### src/axi_rd_pkg.sv
/*
  Shared AXI4 read-path field types, encodings and queue payloads.
  Imported by the splitter, the merger and the bridge top level.
*/

`default_nettype none

package axi_rd_pkg;

  // ==============================
  // AXI4 field types
  // ==============================
  typedef logic [31:0] addr_t;
  typedef logic [31:0] data_t;
  typedef logic [3:0]  id_t;
  typedef logic [7:0]  len_t;
  typedef logic [2:0]  size_t;
  typedef logic [2:0]  prot_t;

  typedef enum logic [1:0] {
    BURST_FIXED = 2'b00,
    BURST_INCR  = 2'b01,
    BURST_WRAP  = 2'b10
  } burst_t;

  typedef enum logic [1:0] {
    RESP_OKAY   = 2'b00,
    RESP_EXOKAY = 2'b01,
    RESP_SLVERR = 2'b10,
    RESP_DECERR = 2'b11
  } resp_t;

  // ==============================
  // Queue payloads
  // ==============================
  // One tag per issued Lite read
  typedef struct packed {
    id_t  id;
    logic last;
  } rd_tag_t;

  // One entry per returned Lite data beat
  typedef struct packed {
    data_t data;
    resp_t resp;
  } rd_beat_t;

  localparam int DEF_TAG_DEPTH  = 4;
  localparam int DEF_BEAT_DEPTH = 4;

endpackage

`default_nettype wire

### src/beat_fifo.sv
/*
  Synchronous valid/ready FIFO with a type parameter for its payload.
  Used for both the tag queue and the Lite data beat queue.
*/

`timescale 1ns/1ns
`default_nettype none

module beat_fifo #(
  parameter type payload_t = logic [7:0],
  parameter int  DEPTH     = 4
) (
  input  logic     clk,
  input  logic     rstn,
  input  logic     in_valid,
  output logic     in_ready,
  input  payload_t in_data,
  output logic     out_valid,
  input  logic     out_ready,
  output payload_t out_data
);

  localparam int PW = (DEPTH > 1) ? $clog2(DEPTH) : 1;
  localparam int CW = $clog2(DEPTH + 1);

  payload_t      mem [DEPTH];
  logic [PW-1:0] wr_ptr;
  logic [PW-1:0] rd_ptr;
  logic [CW-1:0] count;
  logic          push;
  logic          pop;

  // Full and empty come straight from the count register
  assign in_ready  = (count != CW'(DEPTH));
  assign out_valid = (count != '0);
  assign out_data  = mem[rd_ptr];

  assign push = in_valid & in_ready;
  assign pop  = out_valid & out_ready;

  always_ff @(posedge clk)
  begin
    if (push)
      mem[wr_ptr] <= in_data;
  end

  always_ff @(posedge clk)
  begin
    if (!rstn)
    begin
      wr_ptr <= '0;
      rd_ptr <= '0;
      count  <= '0;
    end
    else
    begin
      if (push)
        wr_ptr <= (wr_ptr == PW'(DEPTH - 1)) ? '0 : wr_ptr + 1'b1;
      if (pop)
        rd_ptr <= (rd_ptr == PW'(DEPTH - 1)) ? '0 : rd_ptr + 1'b1;
      count <= count + CW'(push) - CW'(pop);
    end
  end

endmodule

`default_nettype wire

### src/ar_burst_splitter.sv
/*
  Splits one AXI4 read burst into single-beat AXI4-Lite reads.
  Each Lite AR goes out together with a tag push that carries the
  burst ID and a last flag for the R-side merger.
*/

`timescale 1ns/1ns
`default_nettype none

module ar_burst_splitter (
  input  logic                clk,
  input  logic                rstn,
  // AXI4 AR side
  input  logic                s_ar_valid,
  output logic                s_ar_ready,
  input  axi_rd_pkg::id_t     s_ar_id,
  input  axi_rd_pkg::addr_t   s_ar_addr,
  input  axi_rd_pkg::len_t    s_ar_len,
  input  axi_rd_pkg::size_t   s_ar_size,
  input  axi_rd_pkg::burst_t  s_ar_burst,
  input  axi_rd_pkg::prot_t   s_ar_prot,
  // Lite AR side
  output logic                m_ar_valid,
  input  logic                m_ar_ready,
  output axi_rd_pkg::addr_t   m_ar_addr,
  output axi_rd_pkg::prot_t   m_ar_prot,
  // Tag push
  output logic                tag_valid,
  input  logic                tag_ready,
  output axi_rd_pkg::rd_tag_t tag_data
);

  import axi_rd_pkg::*;

  typedef enum logic {
    ST_IDLE,
    ST_ISSUE
  } state_t;

  state_t state;

  id_t    burst_id;
  len_t   burst_len;
  size_t  burst_size;
  burst_t burst_type;
  prot_t  burst_prot;
  addr_t  base_addr;
  addr_t  cur_addr;
  len_t   beat_cnt;

  logic   ar_accept;
  logic   beat_fire;
  logic   beat_last;
  addr_t  next_addr;

  assign s_ar_ready = (state == ST_IDLE);
  assign ar_accept  = s_ar_valid & s_ar_ready;

  // A beat leaves only when the Lite slave and the tag queue both take it
  assign m_ar_valid = (state == ST_ISSUE) & tag_ready;
  assign tag_valid  = (state == ST_ISSUE) & m_ar_ready;
  assign beat_fire  = (state == ST_ISSUE) & m_ar_ready & tag_ready;
  assign beat_last  = (beat_cnt == burst_len);

  assign m_ar_addr = cur_addr;
  assign m_ar_prot = burst_prot;
  assign tag_data  = '{id: burst_id, last: beat_last};

  // Beat k+1 of an INCR burst sits at the aligned base plus (k+1) beat sizes
  assign next_addr = base_addr + ((addr_t'(beat_cnt) + addr_t'(1)) << burst_size);

  // ==============================
  // FSM
  // ==============================
  always_ff @(posedge clk)
  begin
    if (!rstn)
      state <= ST_IDLE;
    else if (ar_accept)
      state <= ST_ISSUE;
    else if (beat_fire && beat_last)
      state <= ST_IDLE;
  end

  // Burst registers and running address
  always_ff @(posedge clk)
  begin
    if (ar_accept)
    begin
      burst_id   <= s_ar_id;
      burst_len  <= s_ar_len;
      burst_size <= s_ar_size;
      burst_type <= s_ar_burst;
      burst_prot <= s_ar_prot;
      base_addr  <= s_ar_addr & (~addr_t'(0) << s_ar_size);
      cur_addr   <= s_ar_addr;
      beat_cnt   <= '0;
    end
    else if (beat_fire)
    begin
      beat_cnt <= beat_cnt + 1'b1;
      if (burst_type != BURST_FIXED)
        cur_addr <= next_addr;
    end
  end

endmodule

`default_nettype wire

### src/r_beat_merger.sv
/*
  Joins queued read tags with queued Lite data beats into AXI4 R beats.
  The output is a single registered slot that refills while draining.
*/

`timescale 1ns/1ns
`default_nettype none

module r_beat_merger (
  input  logic                 clk,
  input  logic                 rstn,
  // Tag FIFO side
  input  logic                 tag_valid,
  output logic                 tag_ready,
  input  axi_rd_pkg::rd_tag_t  tag_data,
  // Beat FIFO side
  input  logic                 beat_valid,
  output logic                 beat_ready,
  input  axi_rd_pkg::rd_beat_t beat_data,
  // AXI4 R side
  output logic                 s_r_valid,
  input  logic                 s_r_ready,
  output axi_rd_pkg::id_t      s_r_id,
  output axi_rd_pkg::data_t    s_r_data,
  output axi_rd_pkg::resp_t    s_r_resp,
  output logic                 s_r_last
);

  import axi_rd_pkg::*;

  logic  slot_free;
  logic  take;

  id_t   out_id;
  data_t out_data;
  resp_t out_resp;
  logic  out_last;

  // Slot can load when empty or when its beat leaves this cycle
  assign slot_free = ~s_r_valid | s_r_ready;
  assign take      = tag_valid & beat_valid & slot_free;

  // Both queues pop together on one decision
  assign tag_ready  = take;
  assign beat_ready = take;

  assign s_r_id   = out_id;
  assign s_r_data = out_data;
  assign s_r_resp = out_resp;
  assign s_r_last = out_last;

  always_ff @(posedge clk)
  begin
    if (!rstn)
      s_r_valid <= 1'b0;
    else if (take)
      s_r_valid <= 1'b1;
    else if (s_r_ready)
      s_r_valid <= 1'b0;
  end

  always_ff @(posedge clk)
  begin
    if (take)
    begin
      out_id   <= tag_data.id;
      out_last <= tag_data.last;
      out_data <= beat_data.data;
      out_resp <= beat_data.resp;
    end
  end

endmodule

`default_nettype wire

### src/axi4_read_bridge.sv
/*
  Read-only AXI4 to AXI4-Lite bridge.
  Splitter feeds Lite ARs and a tag queue; Lite R data is queued and
  merged with the tags back into an AXI4 R burst.
*/

`timescale 1ns/1ns
`default_nettype none

module axi4_read_bridge #(
  parameter int TAG_DEPTH  = axi_rd_pkg::DEF_TAG_DEPTH,
  parameter int BEAT_DEPTH = axi_rd_pkg::DEF_BEAT_DEPTH
) (
  input  logic               clk,
  input  logic               rstn,
  // AXI4 slave AR
  input  logic               s_ar_valid,
  output logic               s_ar_ready,
  input  axi_rd_pkg::id_t    s_ar_id,
  input  axi_rd_pkg::addr_t  s_ar_addr,
  input  axi_rd_pkg::len_t   s_ar_len,
  input  axi_rd_pkg::size_t  s_ar_size,
  input  axi_rd_pkg::burst_t s_ar_burst,
  input  axi_rd_pkg::prot_t  s_ar_prot,
  // AXI4 slave R
  output logic               s_r_valid,
  input  logic               s_r_ready,
  output axi_rd_pkg::id_t    s_r_id,
  output axi_rd_pkg::data_t  s_r_data,
  output axi_rd_pkg::resp_t  s_r_resp,
  output logic               s_r_last,
  // Lite master AR
  output logic               m_ar_valid,
  input  logic               m_ar_ready,
  output axi_rd_pkg::addr_t  m_ar_addr,
  output axi_rd_pkg::prot_t  m_ar_prot,
  // Lite master R
  input  logic               m_r_valid,
  output logic               m_r_ready,
  input  axi_rd_pkg::data_t  m_r_data,
  input  axi_rd_pkg::resp_t  m_r_resp
);

  import axi_rd_pkg::*;

  logic     tag_in_valid;
  logic     tag_in_ready;
  rd_tag_t  tag_in_data;
  logic     tag_out_valid;
  logic     tag_out_ready;
  rd_tag_t  tag_out_data;

  rd_beat_t beat_in_data;
  logic     beat_out_valid;
  logic     beat_out_ready;
  rd_beat_t beat_out_data;

  assign beat_in_data = '{data: m_r_data, resp: m_r_resp};

  ar_burst_splitter i_splitter (
    .clk(clk), .rstn(rstn),
    .s_ar_valid(s_ar_valid), .s_ar_ready(s_ar_ready), .s_ar_id(s_ar_id),
    .s_ar_addr(s_ar_addr), .s_ar_len(s_ar_len), .s_ar_size(s_ar_size),
    .s_ar_burst(s_ar_burst), .s_ar_prot(s_ar_prot),
    .m_ar_valid(m_ar_valid), .m_ar_ready(m_ar_ready),
    .m_ar_addr(m_ar_addr), .m_ar_prot(m_ar_prot),
    .tag_valid(tag_in_valid), .tag_ready(tag_in_ready), .tag_data(tag_in_data)
  );

  beat_fifo #(.payload_t(rd_tag_t), .DEPTH(TAG_DEPTH)) i_tag_fifo (
    .clk(clk), .rstn(rstn),
    .in_valid(tag_in_valid), .in_ready(tag_in_ready), .in_data(tag_in_data),
    .out_valid(tag_out_valid), .out_ready(tag_out_ready), .out_data(tag_out_data)
  );

  // Lite R lands directly in the beat queue
  beat_fifo #(.payload_t(rd_beat_t), .DEPTH(BEAT_DEPTH)) i_beat_fifo (
    .clk(clk), .rstn(rstn),
    .in_valid(m_r_valid), .in_ready(m_r_ready), .in_data(beat_in_data),
    .out_valid(beat_out_valid), .out_ready(beat_out_ready), .out_data(beat_out_data)
  );

  r_beat_merger i_merger (
    .clk(clk), .rstn(rstn),
    .tag_valid(tag_out_valid), .tag_ready(tag_out_ready), .tag_data(tag_out_data),
    .beat_valid(beat_out_valid), .beat_ready(beat_out_ready), .beat_data(beat_out_data),
    .s_r_valid(s_r_valid), .s_r_ready(s_r_ready), .s_r_id(s_r_id),
    .s_r_data(s_r_data), .s_r_resp(s_r_resp), .s_r_last(s_r_last)
  );

endmodule

`default_nettype wire

### config.mk
export PLATFORM = sky130hd
export DESIGN_NAME = axi4_read_bridge
export DESIGN_NICKNAME = d
export VERILOG_FILES = /design/src/axi_rd_pkg.sv /design/src/beat_fifo.sv /design/src/ar_burst_splitter.sv /design/src/r_beat_merger.sv /design/src/axi4_read_bridge.sv
export SDC_FILE = /design/constraint.sdc
export NUM_CORES = 1
export LEC_CHECK = 0
export BUFFER_PORTS_ARGS = -buffer_cell sky130_fd_sc_hd__buf_2
export CAP_MARGIN = 0
export CELL_PAD_IN_SITES_DETAIL_PLACEMENT = 1
export CELL_PAD_IN_SITES_GLOBAL_PLACEMENT = 1
export CORE_ASPECT_RATIO = 0.6
export CORE_MARGIN = 2
export CORE_UTILIZATION = 50
export CTS_BUF_LIST = sky130_fd_sc_hd__clkbuf_2
export CTS_CLUSTER_DIAMETER = 40
export DETAILED_ROUTE_END_ITERATION = 10
export HOLD_SLACK_MARGIN = 0.02
export PLACE_DENSITY = 0.8
export SLEW_MARGIN = 20
export SYNTH_ARGS = -nofsm -noshare
export SYNTH_HDL_FRONTEND = slang
export SYNTH_SLANG_ARGS = --single-unit
### constraint.sdc
create_clock -name clk -period 5.28 [get_ports clk]
set_input_delay 1.32 -clock clk [delete_from_list [all_inputs] [get_ports clk]]
set_output_delay 1.32 -clock clk [all_outputs]
set_load 0.01 [all_outputs]
# Yosys cells after proc, flatten, opt, wreduce, memory -nomap -nowiden
# Memory sizes are Yosys's and may differ from the RTL's. A register that Yosys moved wholly into a read port is not among the register bits.
# Index checks and enable logic that the tools add are counted.
[word_totals]
reg_bits = 108
ram_bits = 156
inputBits = 92
out_inout_bits = 78
wordCells = 75
memories = 2
[classes]
n_addsub = 11
n_eq_ne = 7
shift = 2
mux = 15
bitwise_logic = 13
n_reduce_logical = 9
[mem_list]
columns = ["memory", "depth", "word_bits", "read_ports", "rd_ports_with_merged_regs", "write_ports", "line_no", "text"]
rows = [
  ["i_beat_fifo.mem", 4, 34, 1, 1, 1, "beat_fifo.sv:26", "payload_t mem [DEPTH];"],
  ["i_tag_fifo.mem", 4, 5, 1, 1, 1, "beat_fifo.sv:26", ""],
]
[op_table]
columns = ["op", "count"]
rows = [
  ["$mux W32", 3],
  ["$add A32 B32 Y32", 1],
  ["$and A32 B32 Y32", 1],
  ["$shl A32 B3 Y32", 1],
  ["$shl A32 B3 Y32 const A", 1],
  ["$reduce_bool A2 Y1", 5],
  ["$add A8 B1 Y9 const B", 1],
  ["$and A1 B1 Y1", 9],
  ["$add A2 B1 Y2 const B", 4],
  ["$add A8 B1 Y8 const B", 1],
  ["$eq A2 B2 Y1 const B", 4],
  ["$eq A8 B8 Y1", 1],
  ["$mux W1", 8],
  ["$mux W2", 4],
  ["$add A3 B1 Y3", 2],
  ["$ne A3 B3 Y1 const B", 2],
  ["$reduce_bool A3 Y1", 2],
  ["$sub A3 B1 Y3", 2],
  ["$not A1 Y1", 2],
  ["$reduce_and A2 Y1", 1],
  ["$logic_and A1 B1 Y1", 1],
  ["$or A1 B1 Y1", 1],
]

# Longest topological paths before layout
# Gate-level depths: netlist of the first run.
[logic_depth]
ltp_word = 6
mapped_depth = 16
depth_no_buf = 14

# Hierarchy
# A second synthesis of the first run with hierarchy kept.
[unflattened]
hier_cells = 852
hier_area_um2 = 13032.5
[by_module_without_submodules]
columns = ["mod", "instances", "cells_per_inst", "area_each_um2", "seq_area_each_um2"]
rows = [
  ["beat_fifo (i_beat_fifo)", 1, 230, 5383.9, 4264.1],
  ["ar_burst_splitter", 1, 499, 5206.2, 2702.6],
  ["r_beat_merger", 1, 45, 1233.7, 1191.1],
  ["beat_fifo (i_tag_fifo)", 1, 78, 1208.7, 780.7],
]

# Least setup slack after synthesis of the first run
# OpenSTA, ideal clock, no wires.
[synth_path]
kind = "input -> register"
start = "input s_r_ready"
end = "register i_merger.out_data[0] (netlist: i_merger.s_r_data[0]) (read register of i_beat_fifo.mem), enable pin"
setup_ps = 484
t_arrival_ps = 4055
required_ps = 4796
slack_ps = 741
path_stages = 2
path_buffers = 0
path_cell_list = "nor2b_1 > nor3_1"
[synth_between]
elab_chain_cells = 2
[synth_rtl]
columns = ["element", "line_no", "text"]
rows = [
  ["start: declaration", "axi4_read_bridge.sv:27", "input logic s_r_ready,"],
  ["$or A1 B1 Y1", "r_beat_merger.sv:40", "assign slot_free = ~s_r_valid | s_r_ready;"],
  ["$and A1 B1 Y1", "r_beat_merger.sv:41", "assign take = tag_valid & beat_valid & slot_free;"],
  ["via beat_out_ready", "axi4_read_bridge.sv:55", "logic beat_out_ready;"],
  ["end: declaration", "r_beat_merger.sv:35", "data_t out_data;"],
]
# The timed path passes the listed nets, and every way through them passes these cells.
# A chain may end at the register's enable or synchronous reset.

# Worst setup path in the final report of the first run
[layout_path]
start = "register i_splitter.beat_cnt[0]"
end = "register i_splitter.cur_addr[27] (netlist: i_splitter.m_ar_addr[27]), data pin"
[layout_between]
elab_chain_cells = 6
[layout_rtl]
columns = ["element", "line_no", "text"]
rows = [
  ["start: declaration", "ar_burst_splitter.sv:49", "len_t beat_cnt;"],
  ["start signal: assignment", "ar_burst_splitter.sv:101", "beat_cnt <= beat_cnt + 1'b1;"],
  ["$add A8 B1 Y9", "ar_burst_splitter.sv:70", "assign next_addr = base_addr + ((addr_t'(beat_cnt) + addr_t'(1)) << burst_size);"],
  ["$shl A32 B3 Y32", "ar_burst_splitter.sv:70", ""],
  ["$add A32 B32 Y32", "ar_burst_splitter.sv:70", ""],
  ["$mux W32", "ar_burst_splitter.sv:102", "if (burst_type != BURST_FIXED)"],
  ["$mux W32", "ar_burst_splitter.sv:99", "else if (beat_fire)"],
  ["$mux W32", "ar_burst_splitter.sv:88", "if (ar_accept)"],
  ["end signal: assignment", "ar_burst_splitter.sv:96", "cur_addr <= s_ar_addr;"],
  ["end signal: assignment", "ar_burst_splitter.sv:103", "cur_addr <= next_addr;"],
  ["end: declaration", "ar_burst_splitter.sv:48", "addr_t cur_addr;"],
]
# Every way passes these cells. The select of a mux whose other input is x is not followed.

==> results of run 1 <==
==> metrics by stage <==
step                      hold slack (ns)  cells  worst slack, ns  instance area, um2
after floorplan                     0.459    881            0.741               13100
after global placement              0.484   1374             1.06               14300
after detailed placement            0.484   1375            0.785               14300
after CTS                           0.457   1498            0.739               15000
after global routing                0.441   1502            0.340               15000
final                               0.501   1503            0.698               15000
==> critical path: stages, from the launching register on <==
cell and delay [ns]:
dfxtp_1 0.60, ha_1 0.36, and4_1 0.36, a22oi_1 0.13, nor2_1 0.17, a211oi_1 0.10
mux4_2 0.48, ha_1 0.52, nand2_1 0.15, o21ai_0 0.32, a311oi_1 0.15, a21oi_1 0.50
nor2_1 0.10, or3_1 0.39
==> flip-flops by register name, summed over array words and instances (netlist names), 4 cells and up <==
| register | cells |
|---|---|
| i_merger.s_r_id | 4 |
| i_beat_fifo.mem | 136 |
| i_splitter.base_addr | 32 |
| i_splitter.beat_cnt | 8 |
| i_merger.s_r_data | 32 |
| i_tag_fifo.mem | 20 |
| i_splitter.burst_id | 4 |
| i_splitter.burst_len | 8 |
| i_splitter.m_ar_addr | 32 |
==> cells by family after synthesis <==
| group | share of synthesized area [%] |
|---|---|
| AO/OA/AOI/OAI | 7.01 |
| XOR/XNOR | 2.07 |
| adder cells (fa/ha/maj) | 3.42 |
| buffers and inverters | 2.51 |
| flip-flops | 67.6 |
| multiplexers | 8.23 |
| AND/OR/NAND/NOR | 9.20 |
==> layer usage <==
layer	wire [um]	global-route usage, %
met2	15000	36.4
met3	2210	6.20
met5	12	0
met4	682	8.89
met1	15800	37.7
==> cells in the final DEF, fill, tap and decap left out, types with 11 or more instances in the layout <==
master / synthesis / layout
edfxtp_1: 279 / 279
buf_2: 8 / 169
clkbuf_2: 1 / 110
nand2_1: 65 / 65
nor2_1: 47 / 47
a21oi_1: 42 / 42
mux4_2: 41 / 41
ha_1: 31 / 31
inv_1: 31 / 30
o21ai_0: 28 / 27
nand3_1: 26 / 26
xnor2_1: 24 / 24
dfxtp_1: 24 / 23
nor3_1: 23 / 22
and3_1: 16 / 16
nor2b_1: 14 / 14
buf_4: 1 / 13
o211ai_1: 12 / 12
mux2i_1: 11 / 11
clkinv_1: 3 / 11
==> path summary, 6_finish.rpt <==
kind / from / to / cells after the start
max reg2reg: i_splitter.beat_cnt[0] / i_splitter.m_ar_addr[27] / 13
min: i_splitter.burst_id[2] / i_tag_fifo.mem[3][3] / 0
min reg2reg: i_splitter.burst_id[2] / i_tag_fifo.mem[3][3] / 0
max: i_splitter.beat_cnt[0] / i_splitter.m_ar_addr[27] / 13
==> where the power goes <==
part / leakage (nW) / switching [W] / internal, W
combinational: 2.24 / 0.000766 / 0.000573
clock: 0.520 / 0.000923 / 0.000689
sequential: 2.80 / 0.000151 / 0.00304
total: 5.56 / 0.00184 / 0.00431
==> area by class of cell <==
class	instances	area [um2]
fillers	2587	10500
inverters	34	129
well taps	352	440
diodes	5	12.5
clock buffers	110	551
clock inverters	13	129
repair buffers	183	971
flip-flops and latches	303	8860
multi-input cells	503	3950
==> out/results.txt, run 1 <==
Critical Path Source Type: flop
Post-synth ARST share: 0%
Clk buf depth: 3
First-pass GRT wire length: 51.0 mm
Drt first-iter violations: 703
Via count: 8581
WP data arrival: 5.24 ns
Synth Flop Type: edfxtp_1
Cts hold-fix bufs: 0
Main area contributors after synthesis: edfxtp_1 (64%), mux4_2 (7.0%), dfxtp_1 (3.7%)
Drt drc: 0
Row cnt: 45
I/O Pins: 170
Core footprint: 0.0255 mm2
Final hold violations: 0
R2R Setup Slk: 0.70 ns
Warnings from Yosys: 0
Clock root buffer: clkbuf_2
GRT Total Usage: 25.3%
Max-cap violation count: 0
Register area share after synthesis: 67.6%
Clock Skew: 0.0871 ns
Slew @ Worst Pin: 0.838 ns
Largest net degree at the start of global routing: 43
Worst Hold Class: flop to flop
Synth top cells by count: edfxtp_1 (279), nand2_1 (65), nor2_1 (47)
Clock latency on the worst-skew pair: 0.98 ns
Layout cells sized above 1: 31.3%
Initial antenna violation count: 4
CP max FO: 10
Tcrit/Tclk final: 86.8%
Final min period: 4.58 ns
Final setup vio count: 0
Synth Net Count: 1007
Post-synth EDFFs: 279
Final Wtd Congestion: 0.939
Pwr dens: 409 mW/mm2
Synth top area share: 63.9%
Mapped Area: 0.0131 mm2
Most frequent cell after synthesis: edfxtp_1
Post-layout util: 59.0%
Total leakage power: 5.56 nW
Final Max Tran Viols: 0
Port bufs: 169
Sink Count: 303
Die H: 129 um
Number of global-route vias before repair: 8773
Design Power: 0.00615 W
Area growth from synthesis to layout: 14.7%
RSZ-0062 raised after global routing: no
Initial core utilization: 51.4%
Syn Area/Cell: 14.9 um2
Fin nets: 1220
Netlist cell types: 69
Detailed placement HPWL: 23.7 mm
Req. time, crit path: 5.94 ns
Status: finished clean
Crit Path Class: flop to flop
VDD IR-drop max: 0.000198 V
Total CTS buffers: 69
Wire per inst: 22.4 um
Die width: 213 um
Resized cells post-CTS: 0
Post-route ant nets: 0
Max_slew headroom: 44.0%
DR vias/cell: 5.71
WL final: 33.7 mm
Die area: 0.0276 mm2
Max Freq: 218 MHz
Synthesized flop and latch total: 303
CTS clk-pin slew, worst paths: 0.12 ns
Overflow after GRT: 0
Setup TNS: 0 ns
First-pass DRT Iterations: 5
TritonCTS clock tree: done
Critical Path End Type: flop
Synth area leader: edfxtp_1
H-tree levels: 3
Synthesized instance count: 881
Postcts setup bufs: 0
Power figures use the tool's default switching activity.
==> inputs of run 2 (changes only) <==
- BUFFER_PORTS_ARGS: -buffer_cell sky130_fd_sc_hd__buf_2 -> default
- CORE_UTILIZATION: 50 -> 55
- DONT_BUFFER_PORTS: default -> 1
==> run 2 against run 1 <==
  * Count of clock-buffer cells in the layout fell by 8
  * Clock power grew 14%
  * Combinational power down 26%
  * Routed wire length up 2.3%
  * Largest power group unchanged
  * Sequential power grew 5%
  * Hold slack improved by 0.00089 ns
  * Setup slack improved by 0.061 ns
  * Final cell count shrank 14%
  * Die area down 8.9%
==> out/results.txt, run 2 (synthesis results as in run 1) <==
Req. time, crit path: 5.94 ns (about the same)
Fill cells: 2258 (-13%)
Area growth from synthesis to layout: 8.42%
Fin nets: 1046 (-14%)
Clk buf depth: 3 (unchanged)
Via count: 7970 (-7.1%)
Final hold violations: 0 (unchanged)
Largest net degree at the start of global routing: 40 (-7.0%)
Post-route ant nets: 0 (unchanged)
Pwr dens: 435 mW/mm2 (+6.5%)
Max reg flops: 136 (unchanged)
VDD IR-drop max: 0.000268 V (+36%)
DR vias/cell: 6.16 (+8.0%)
Total leakage power: 4.89 nW (-12%)
Clock latency on the worst-skew pair: 0.89 ns (-0.09 ns)
Overflow after GRT: 0 (unchanged)
Drt drc: 0 (unchanged)
Clock Skew: 0.0921 ns (+0.00498 ns)
Final worst slack: 0.759 ns (+0.0612 ns)
Cts hold-fix bufs: 0 (unchanged)
Clk network pwr share: 29.5% (+3.3 points)
WP data arrival: 5.18 ns (-0.06 ns)
Internal: 0.00435 W (+0.99%)
Crit-path max cell delay: 0.56 ns (-0.04 ns)
Critical Path Source Type: flop
Tcrit/Tclk final: 85.6% (-1.2 points)
Max_slew headroom: 30.7% (-13 points)
Top cell by count, worst path: ha_1
Detailed placement HPWL: 23.1 mm (-2.3%)
WL final: 34.5 mm (+2.3%)
Core footprint: 0.0232 mm2 (-8.9%)
Final setup vio count: 0 (unchanged)
Biggest register: i_beat_fifo.mem
Die area: 0.0251 mm2 (-8.9%)
Initial antenna violation count: 3 (-1)
Buf/Inv on CP: 0 (unchanged)
Setup TNS: 0 ns (unchanged)
R2R Setup Slk: 0.76 ns (+0.06 ns)
Postcts setup bufs: 0 (unchanged)
Row cnt: 43 (-4.4%)
CP Cell Sequence: ha_1 -> and4_1 -> nor3_1 -> a211o_1 -> mux2_2 -> mux2i_1 -> ha_1 -> a21oi_1 -> o21ai_0 -> a31oi_1 -> o211ai_1 -> a32o_1 -> a31o_2
Switch share: 29.7% (-0.24 points)
Place WS: 0.818 ns (+0.0332 ns)
Worst Hold Class: flop to flop
First-pass GRT wire length: 51.1 mm (+0.28%)
Slew @ Worst Pin: 1.04 ns (+0.201 ns)
Largest delay contributor family on the critical path: compound AO/OA/AOI/OAI gates
Wire per inst: 26.7 um (+19%)
I/O Pins: 170 (unchanged)
GRT Total Usage: 28.1% (+2.8 points)
Max-cap violation count: 0 (unchanged)
Placed Instances: 1162 (-15%)
Die H: 124 um (-4.5%)
Final min period: 4.52 ns (-0.0612 ns)
Total CTS buffers: 70 (+1.4%)
Gate power share: 16.1% (-5.7 points)
Number of global-route vias before repair: 8230 (-6.2%)
Drt first-iter violations: 657 (-6.5%)
Critical Path End Type: flop
Sink Count: 303 (unchanged)
Max Freq: 221 MHz (+1.4%)
Most frequent cells in the layout: edfxtp_1 (279), clkbuf_2 (102), nand2_1 (65), nor2_1 (47), a21oi_1 (42)
Clock root buffer: clkbuf_2
Sequential share of power: 54.4% (+2.4 points)
P_sw: 0.00184 W (-0.17%)
Slowest CP cell: dfxtp_1
Initial core utilization: 56.4% (+5.0 points)
Status: finished clean
First-pass DRT Iterations: 5 (unchanged)
Die width: 203 um (-4.6%)
CTS clk-pin slew, worst paths: 0.13 ns (about the same)
H-tree levels: 3 (unchanged)
Port bufs: 0 (-100%)
Layout cells sized above 1: 19.3% (-12 points)
Crit Path Class: flop to flop
Resized cells post-CTS: 0 (unchanged)
Commonest non-fill, non-tap cell in the layout: edfxtp_1
Post-Layout Cell Count: 1293 (-14%)
RSZ-0062 raised after global routing: no
TritonCTS clock tree: done
Final Wtd Congestion: 0.879 (-6.3%)
CP max FO: 10 (unchanged)
Final Max Tran Viols: 0 (unchanged)
[run 2: cell types whose count changed in the layout (fill, tap and decap cells not counted)]
cell / delta
dfxtp_2: +1
nor3_4: -1
clkinv_1: +5
buf_2: -169
nor3_2: +1
dfxtp_1: -1
and3_1: -4
bufinv_16: +4
diode_2: -2
and3_2: +4
clkinv_2: +1
clkbuf_2: -8
clkinvlp_4: +2
buf_4: -6
[run 2: per-layer routing]
layer	wire [um]	global-route usage, %	up-vias
li1	-	-	3522
met1	15400	39.4	4058
met2	15300	41.6	328
met3	2890	9.24	62
met4	819	9.53	0
met5	0	0	-
[run 2: worst paths after layout]
kind / start / end / cells after the start
min: i_splitter.burst_id[1] / i_tag_fifo.mem[2][2] / 0
min reg2reg: i_splitter.burst_id[1] / i_tag_fifo.mem[2][2] / 0
max: i_splitter.beat_cnt[0] / i_splitter.m_ar_addr[29] / 13
max reg2reg: i_splitter.beat_cnt[0] / i_splitter.m_ar_addr[29] / 13
[run 2: power groups by stage]
stage | Sequential (W) | Combinational [W] | Clock, W
after floorplan | 0.00330 | 0.000767 | 0
after global placement | 0.00338 | 0.000909 | 0
after detailed placement | 0.00342 | 0.000980 | 0
after CTS | 0.00337 | 0.00100 | 0.00187
after global routing | 0.00340 | 0.00109 | 0.00197
final | 0.00336 | 0.000996 | 0.00183
[run 2: final cells by class]
type / count / area (um2) / share of cell area [%]
sequential: 303 / 8860 / 62.3
multi-input combinational: 503 / 3950 / 27.8
clock buffer: 102 / 510 / 3.59
tap: 315 / 394 / 2.77
clock inverter: 25 / 288 / 2.02
inverter: 34 / 129 / 0.907
timing repair buffer: 8 / 80.1 / 0.563
antenna: 3 / 7.51 / 0.0528
[run 2: metrics by stage]
step	total power, W	cell area [um2]	hold slack [ns]	utilization (%)
floorplan	0.00406	13100	0.459	-
global placement	0.00429	13400	0.485	57.6
detailed placement	0.00440	13400	0.513	57.6
CTS	0.00624	14200	0.414	61.0
global route	0.00646	14200	0.392	61.1
finish	0.00619	14200	0.502	61.2
==> inputs of run 3 (changes only) <==
- CORE_ASPECT_RATIO: 0.6 -> 1.5
- CTS_CLUSTER_SIZE: default -> 25
- clock period: 5.28 -> 4.9 ns (I/O delays scaled with it)
==> run 3 against run 2 <==
  * Die area about the same
  * First-iteration DRC count down 52%
  * Routed wire length is 18% lower
  * Clock skew decreased by 0.039 ns
  * Setup slack worse by 0.28 ns
==> out/results.txt, run 3 (synthesis results as in run 1) <==
Clock latency on the worst-skew pair: 0.93 ns (+0.04 ns)
Post-layout util: 58.7% (-2.5 points)
Critical Path Source Type: flop
Design Power: 0.00591 W (-4.4%)
Via count: 7377 (-7.4%)
Final Wtd Congestion: 0.880 (about the same)
Critical Path End Type: flop
CTS clk-pin slew, worst paths: 0.28 ns (+0.15 ns)
TritonCTS clock tree: done
Die width: 130 um (-36%)
Pwr dens: 427 mW/mm2 (-1.8%)
Fin nets: 1006 (-3.8%)
Final Max Tran Viols: 0 (unchanged)
Overflow after GRT: 0 (unchanged)
Fill cells: 2237 (-0.93%)
Postcts setup bufs: 0 (unchanged)
Crit Path Class: flop to flop
Hold WS: 0.357 ns (-0.145 ns)
Total CTS buffers: 30 (-57%)
DR vias/cell: 6.02 (-2.3%)
Die H: 193 um (+56%)
Biggest register: i_beat_fifo.mem
Layout cells sized above 1: 14.4% (-4.9 points)
Total leakage power: 4.59 nW (-6.2%)
Clock Skew: 0.0533 ns (-0.0387 ns)
Initial antenna violation count: 2 (-1)
H-tree levels: 1 (-2)
Clk buf depth: 3 (unchanged)
WP data arrival: 5.13 ns (-0.05 ns)
I/O Pins: 170 (unchanged)
Final min period: 4.43 ns (-0.0958 ns)
Slowest CP cell: dfxtp_1
Worst Hold Class: input pin to flop
Hold wc startpoint: s_ar_addr[12]
Most frequent cells in the layout: edfxtp_1 (279), nand2_1 (65), nor2_1 (47), a21oi_1 (42), mux4_2 (41)
CP startpoint: i_splitter.beat_cnt[0]
Wire per inst: 23.0 um (-14%)
Commonest non-fill, non-tap cell in the layout: edfxtp_1
Final setup vio count: 0 (unchanged)
Crit-path max cell delay: 0.59 ns (+0.03 ns)
Core footprint: 0.0236 mm2 (+1.4%)
Area growth from synthesis to layout: 5.52%
GRT Total Usage: 22.4% (-5.7 points)
CP max FO: 10 (unchanged)
Max reg flops: 136 (unchanged)
Tcrit/Tclk final: 90.3% (+4.7 points)
Max_slew headroom: 36.2% (+5.5 points)
Die area: 0.0251 mm2 (about the same)
Reg2reg end: i_splitter.m_ar_addr[27]
Post-Layout Cell Count: 1225 (-5.3%)
First-pass DRT Iterations: 4 (-1)
Row cnt: 69 (+60%)
Resized cells post-CTS: 0 (unchanged)
Cts hold-fix bufs: 0 (unchanged)
Initial core utilization: 55.6% (-0.78 points)
RSZ-0062 raised after global routing: no
Status: finished clean
Drt first-iter violations: 313 (-52%)
Max-cap violation count: 0 (unchanged)
Setup TNS: 0 ns (unchanged)
Largest net degree at the start of global routing: 46 (+15%)
Final hold violations: 0 (unchanged)
Footprint of the multi-input gates: 0.00394 mm2 (-0.19%)
Sink Count: 303 (unchanged)
Slew @ Worst Pin: 0.956 ns (-0.0825 ns)
Port bufs: 0 (unchanged)
Detailed placement HPWL: 20.2 mm (-13%)
WHS Endpoint: i_splitter.base_addr[12]
R2R Setup Slk: 0.47 ns (-0.28 ns)
Max Freq: 226 MHz (+2.2%)
Drt drc: 0 (unchanged)
Clock root buffer: clkbuf_2
Post-route ant nets: 0 (unchanged)
Reg2reg path depth: 13 (unchanged)
Req. time, crit path: 5.60 ns (-0.34 ns)
Sequential Area: 0.00886 mm2 (unchanged)
WL final: 28.2 mm (-18%)
First-pass GRT wire length: 42.9 mm (-16%)
R2r startpoint: i_splitter.beat_cnt[0]
VDD IR-drop max: 0.000243 V (-9.3%)
Worst hold path depth: 0 (unchanged)
CP Cell Sequence: ha_1 -> and4_1 -> a22oi_1 -> nor2_1 -> a211oi_1 -> mux4_2 -> ha_1 -> nand2_1 -> o21ai_0 -> a311oi_1 -> a21oi_1 -> nor2_1 -> or3_1
Placed Instances: 1167 (+0.43%)
Number of global-route vias before repair: 8099 (-1.6%)
[run 3: cell types whose count changed in the layout (fill, tap and decap cells not counted)]
cell,previous run,this run
clkbuf_2,102,31
clkinv_1,16,3
inv_6,0,9
bufinv_16,7,2
clkinv_8,0,4
inv_8,0,3
clkinv_4,0,2
buf_16,1,0
buf_4,7,8
clkinvlp_4,2,3
diode_2,3,2
inv_2,1,0
o21ai_2,0,1
o21ai_4,1,0
[run 3: per-layer routing]
| metal | part of all wire, % | global-route usage [%] | up-vias |
|---|---|---|---|
| li1 | - | - | 3417 |
| met1 | 35 | 23.4 | 3680 |
| met2 | 55 | 42.9 | 217 |
| met3 | 5.7 | 4.75 | 61 |
| met4 | 3.5 | 8.97 | 2 |
| met5 | 0.046 | 0 | - |
[run 3: layout make-up]
cell class | instances | area share, %
inverter | 34 | 0.932
clock inverter | 25 | 2.08
sequential | 303 | 64.1
tap | 319 | 2.89
multi-input combinational | 503 | 28.5
timing repair buffer | 8 | 0.434
antenna | 2 | 0.0362
clock buffer | 31 | 1.12
[run 3: power by group]
group	switching [W]	total (W)	leakage [nW]	internal, W
clock	0.000937	0.00132	0.260	0.000380
sequential	0.000285	0.00358	2.80	0.00329
combinational	0.000562	0.00101	1.53	0.000452
[run 3: metrics by stage]
| stage | worst slack, ns | cell area, um2 |
|---|---|---|
| 3_3_place_gp | 0.650 | 13400 |
| 5_1_grt | 0.0756 | 13800 |
| 4_1_cts | 0.440 | 13800 |
| 3_5_place_dp | 0.495 | 13400 |
| 6_report | 0.475 | 13800 |
| 2_1_floorplan | 0.456 | 13100 |
[run 3: worst max-delay path by stage]
stage	depth (start not counted)	slack, ns	to
global placement	13	0.65	i_splitter.m_ar_addr[27]
floorplan	2	0.46	i_merger.s_r_data[0]
CTS	14	0.44	i_splitter.m_ar_addr[29]
global route	13	0.08	i_splitter.m_ar_addr[29]
detailed placement	14	0.50	i_splitter.m_ar_addr[29]
finish	13	0.47	i_splitter.m_ar_addr[27]
[run 3: worst max-delay path, delay by kind of cell (launching register included)]
| family | cells | cell delay, ns |
|---|---|---|
| AOI/OAI and AO/OA | 5 | 1.20 |
| and+or+nand+nor | 5 | 1.12 |
| adders and majority gates | 2 | 0.83 |
| DFF | 1 | 0.59 |
| muxes | 1 | 0.47 |
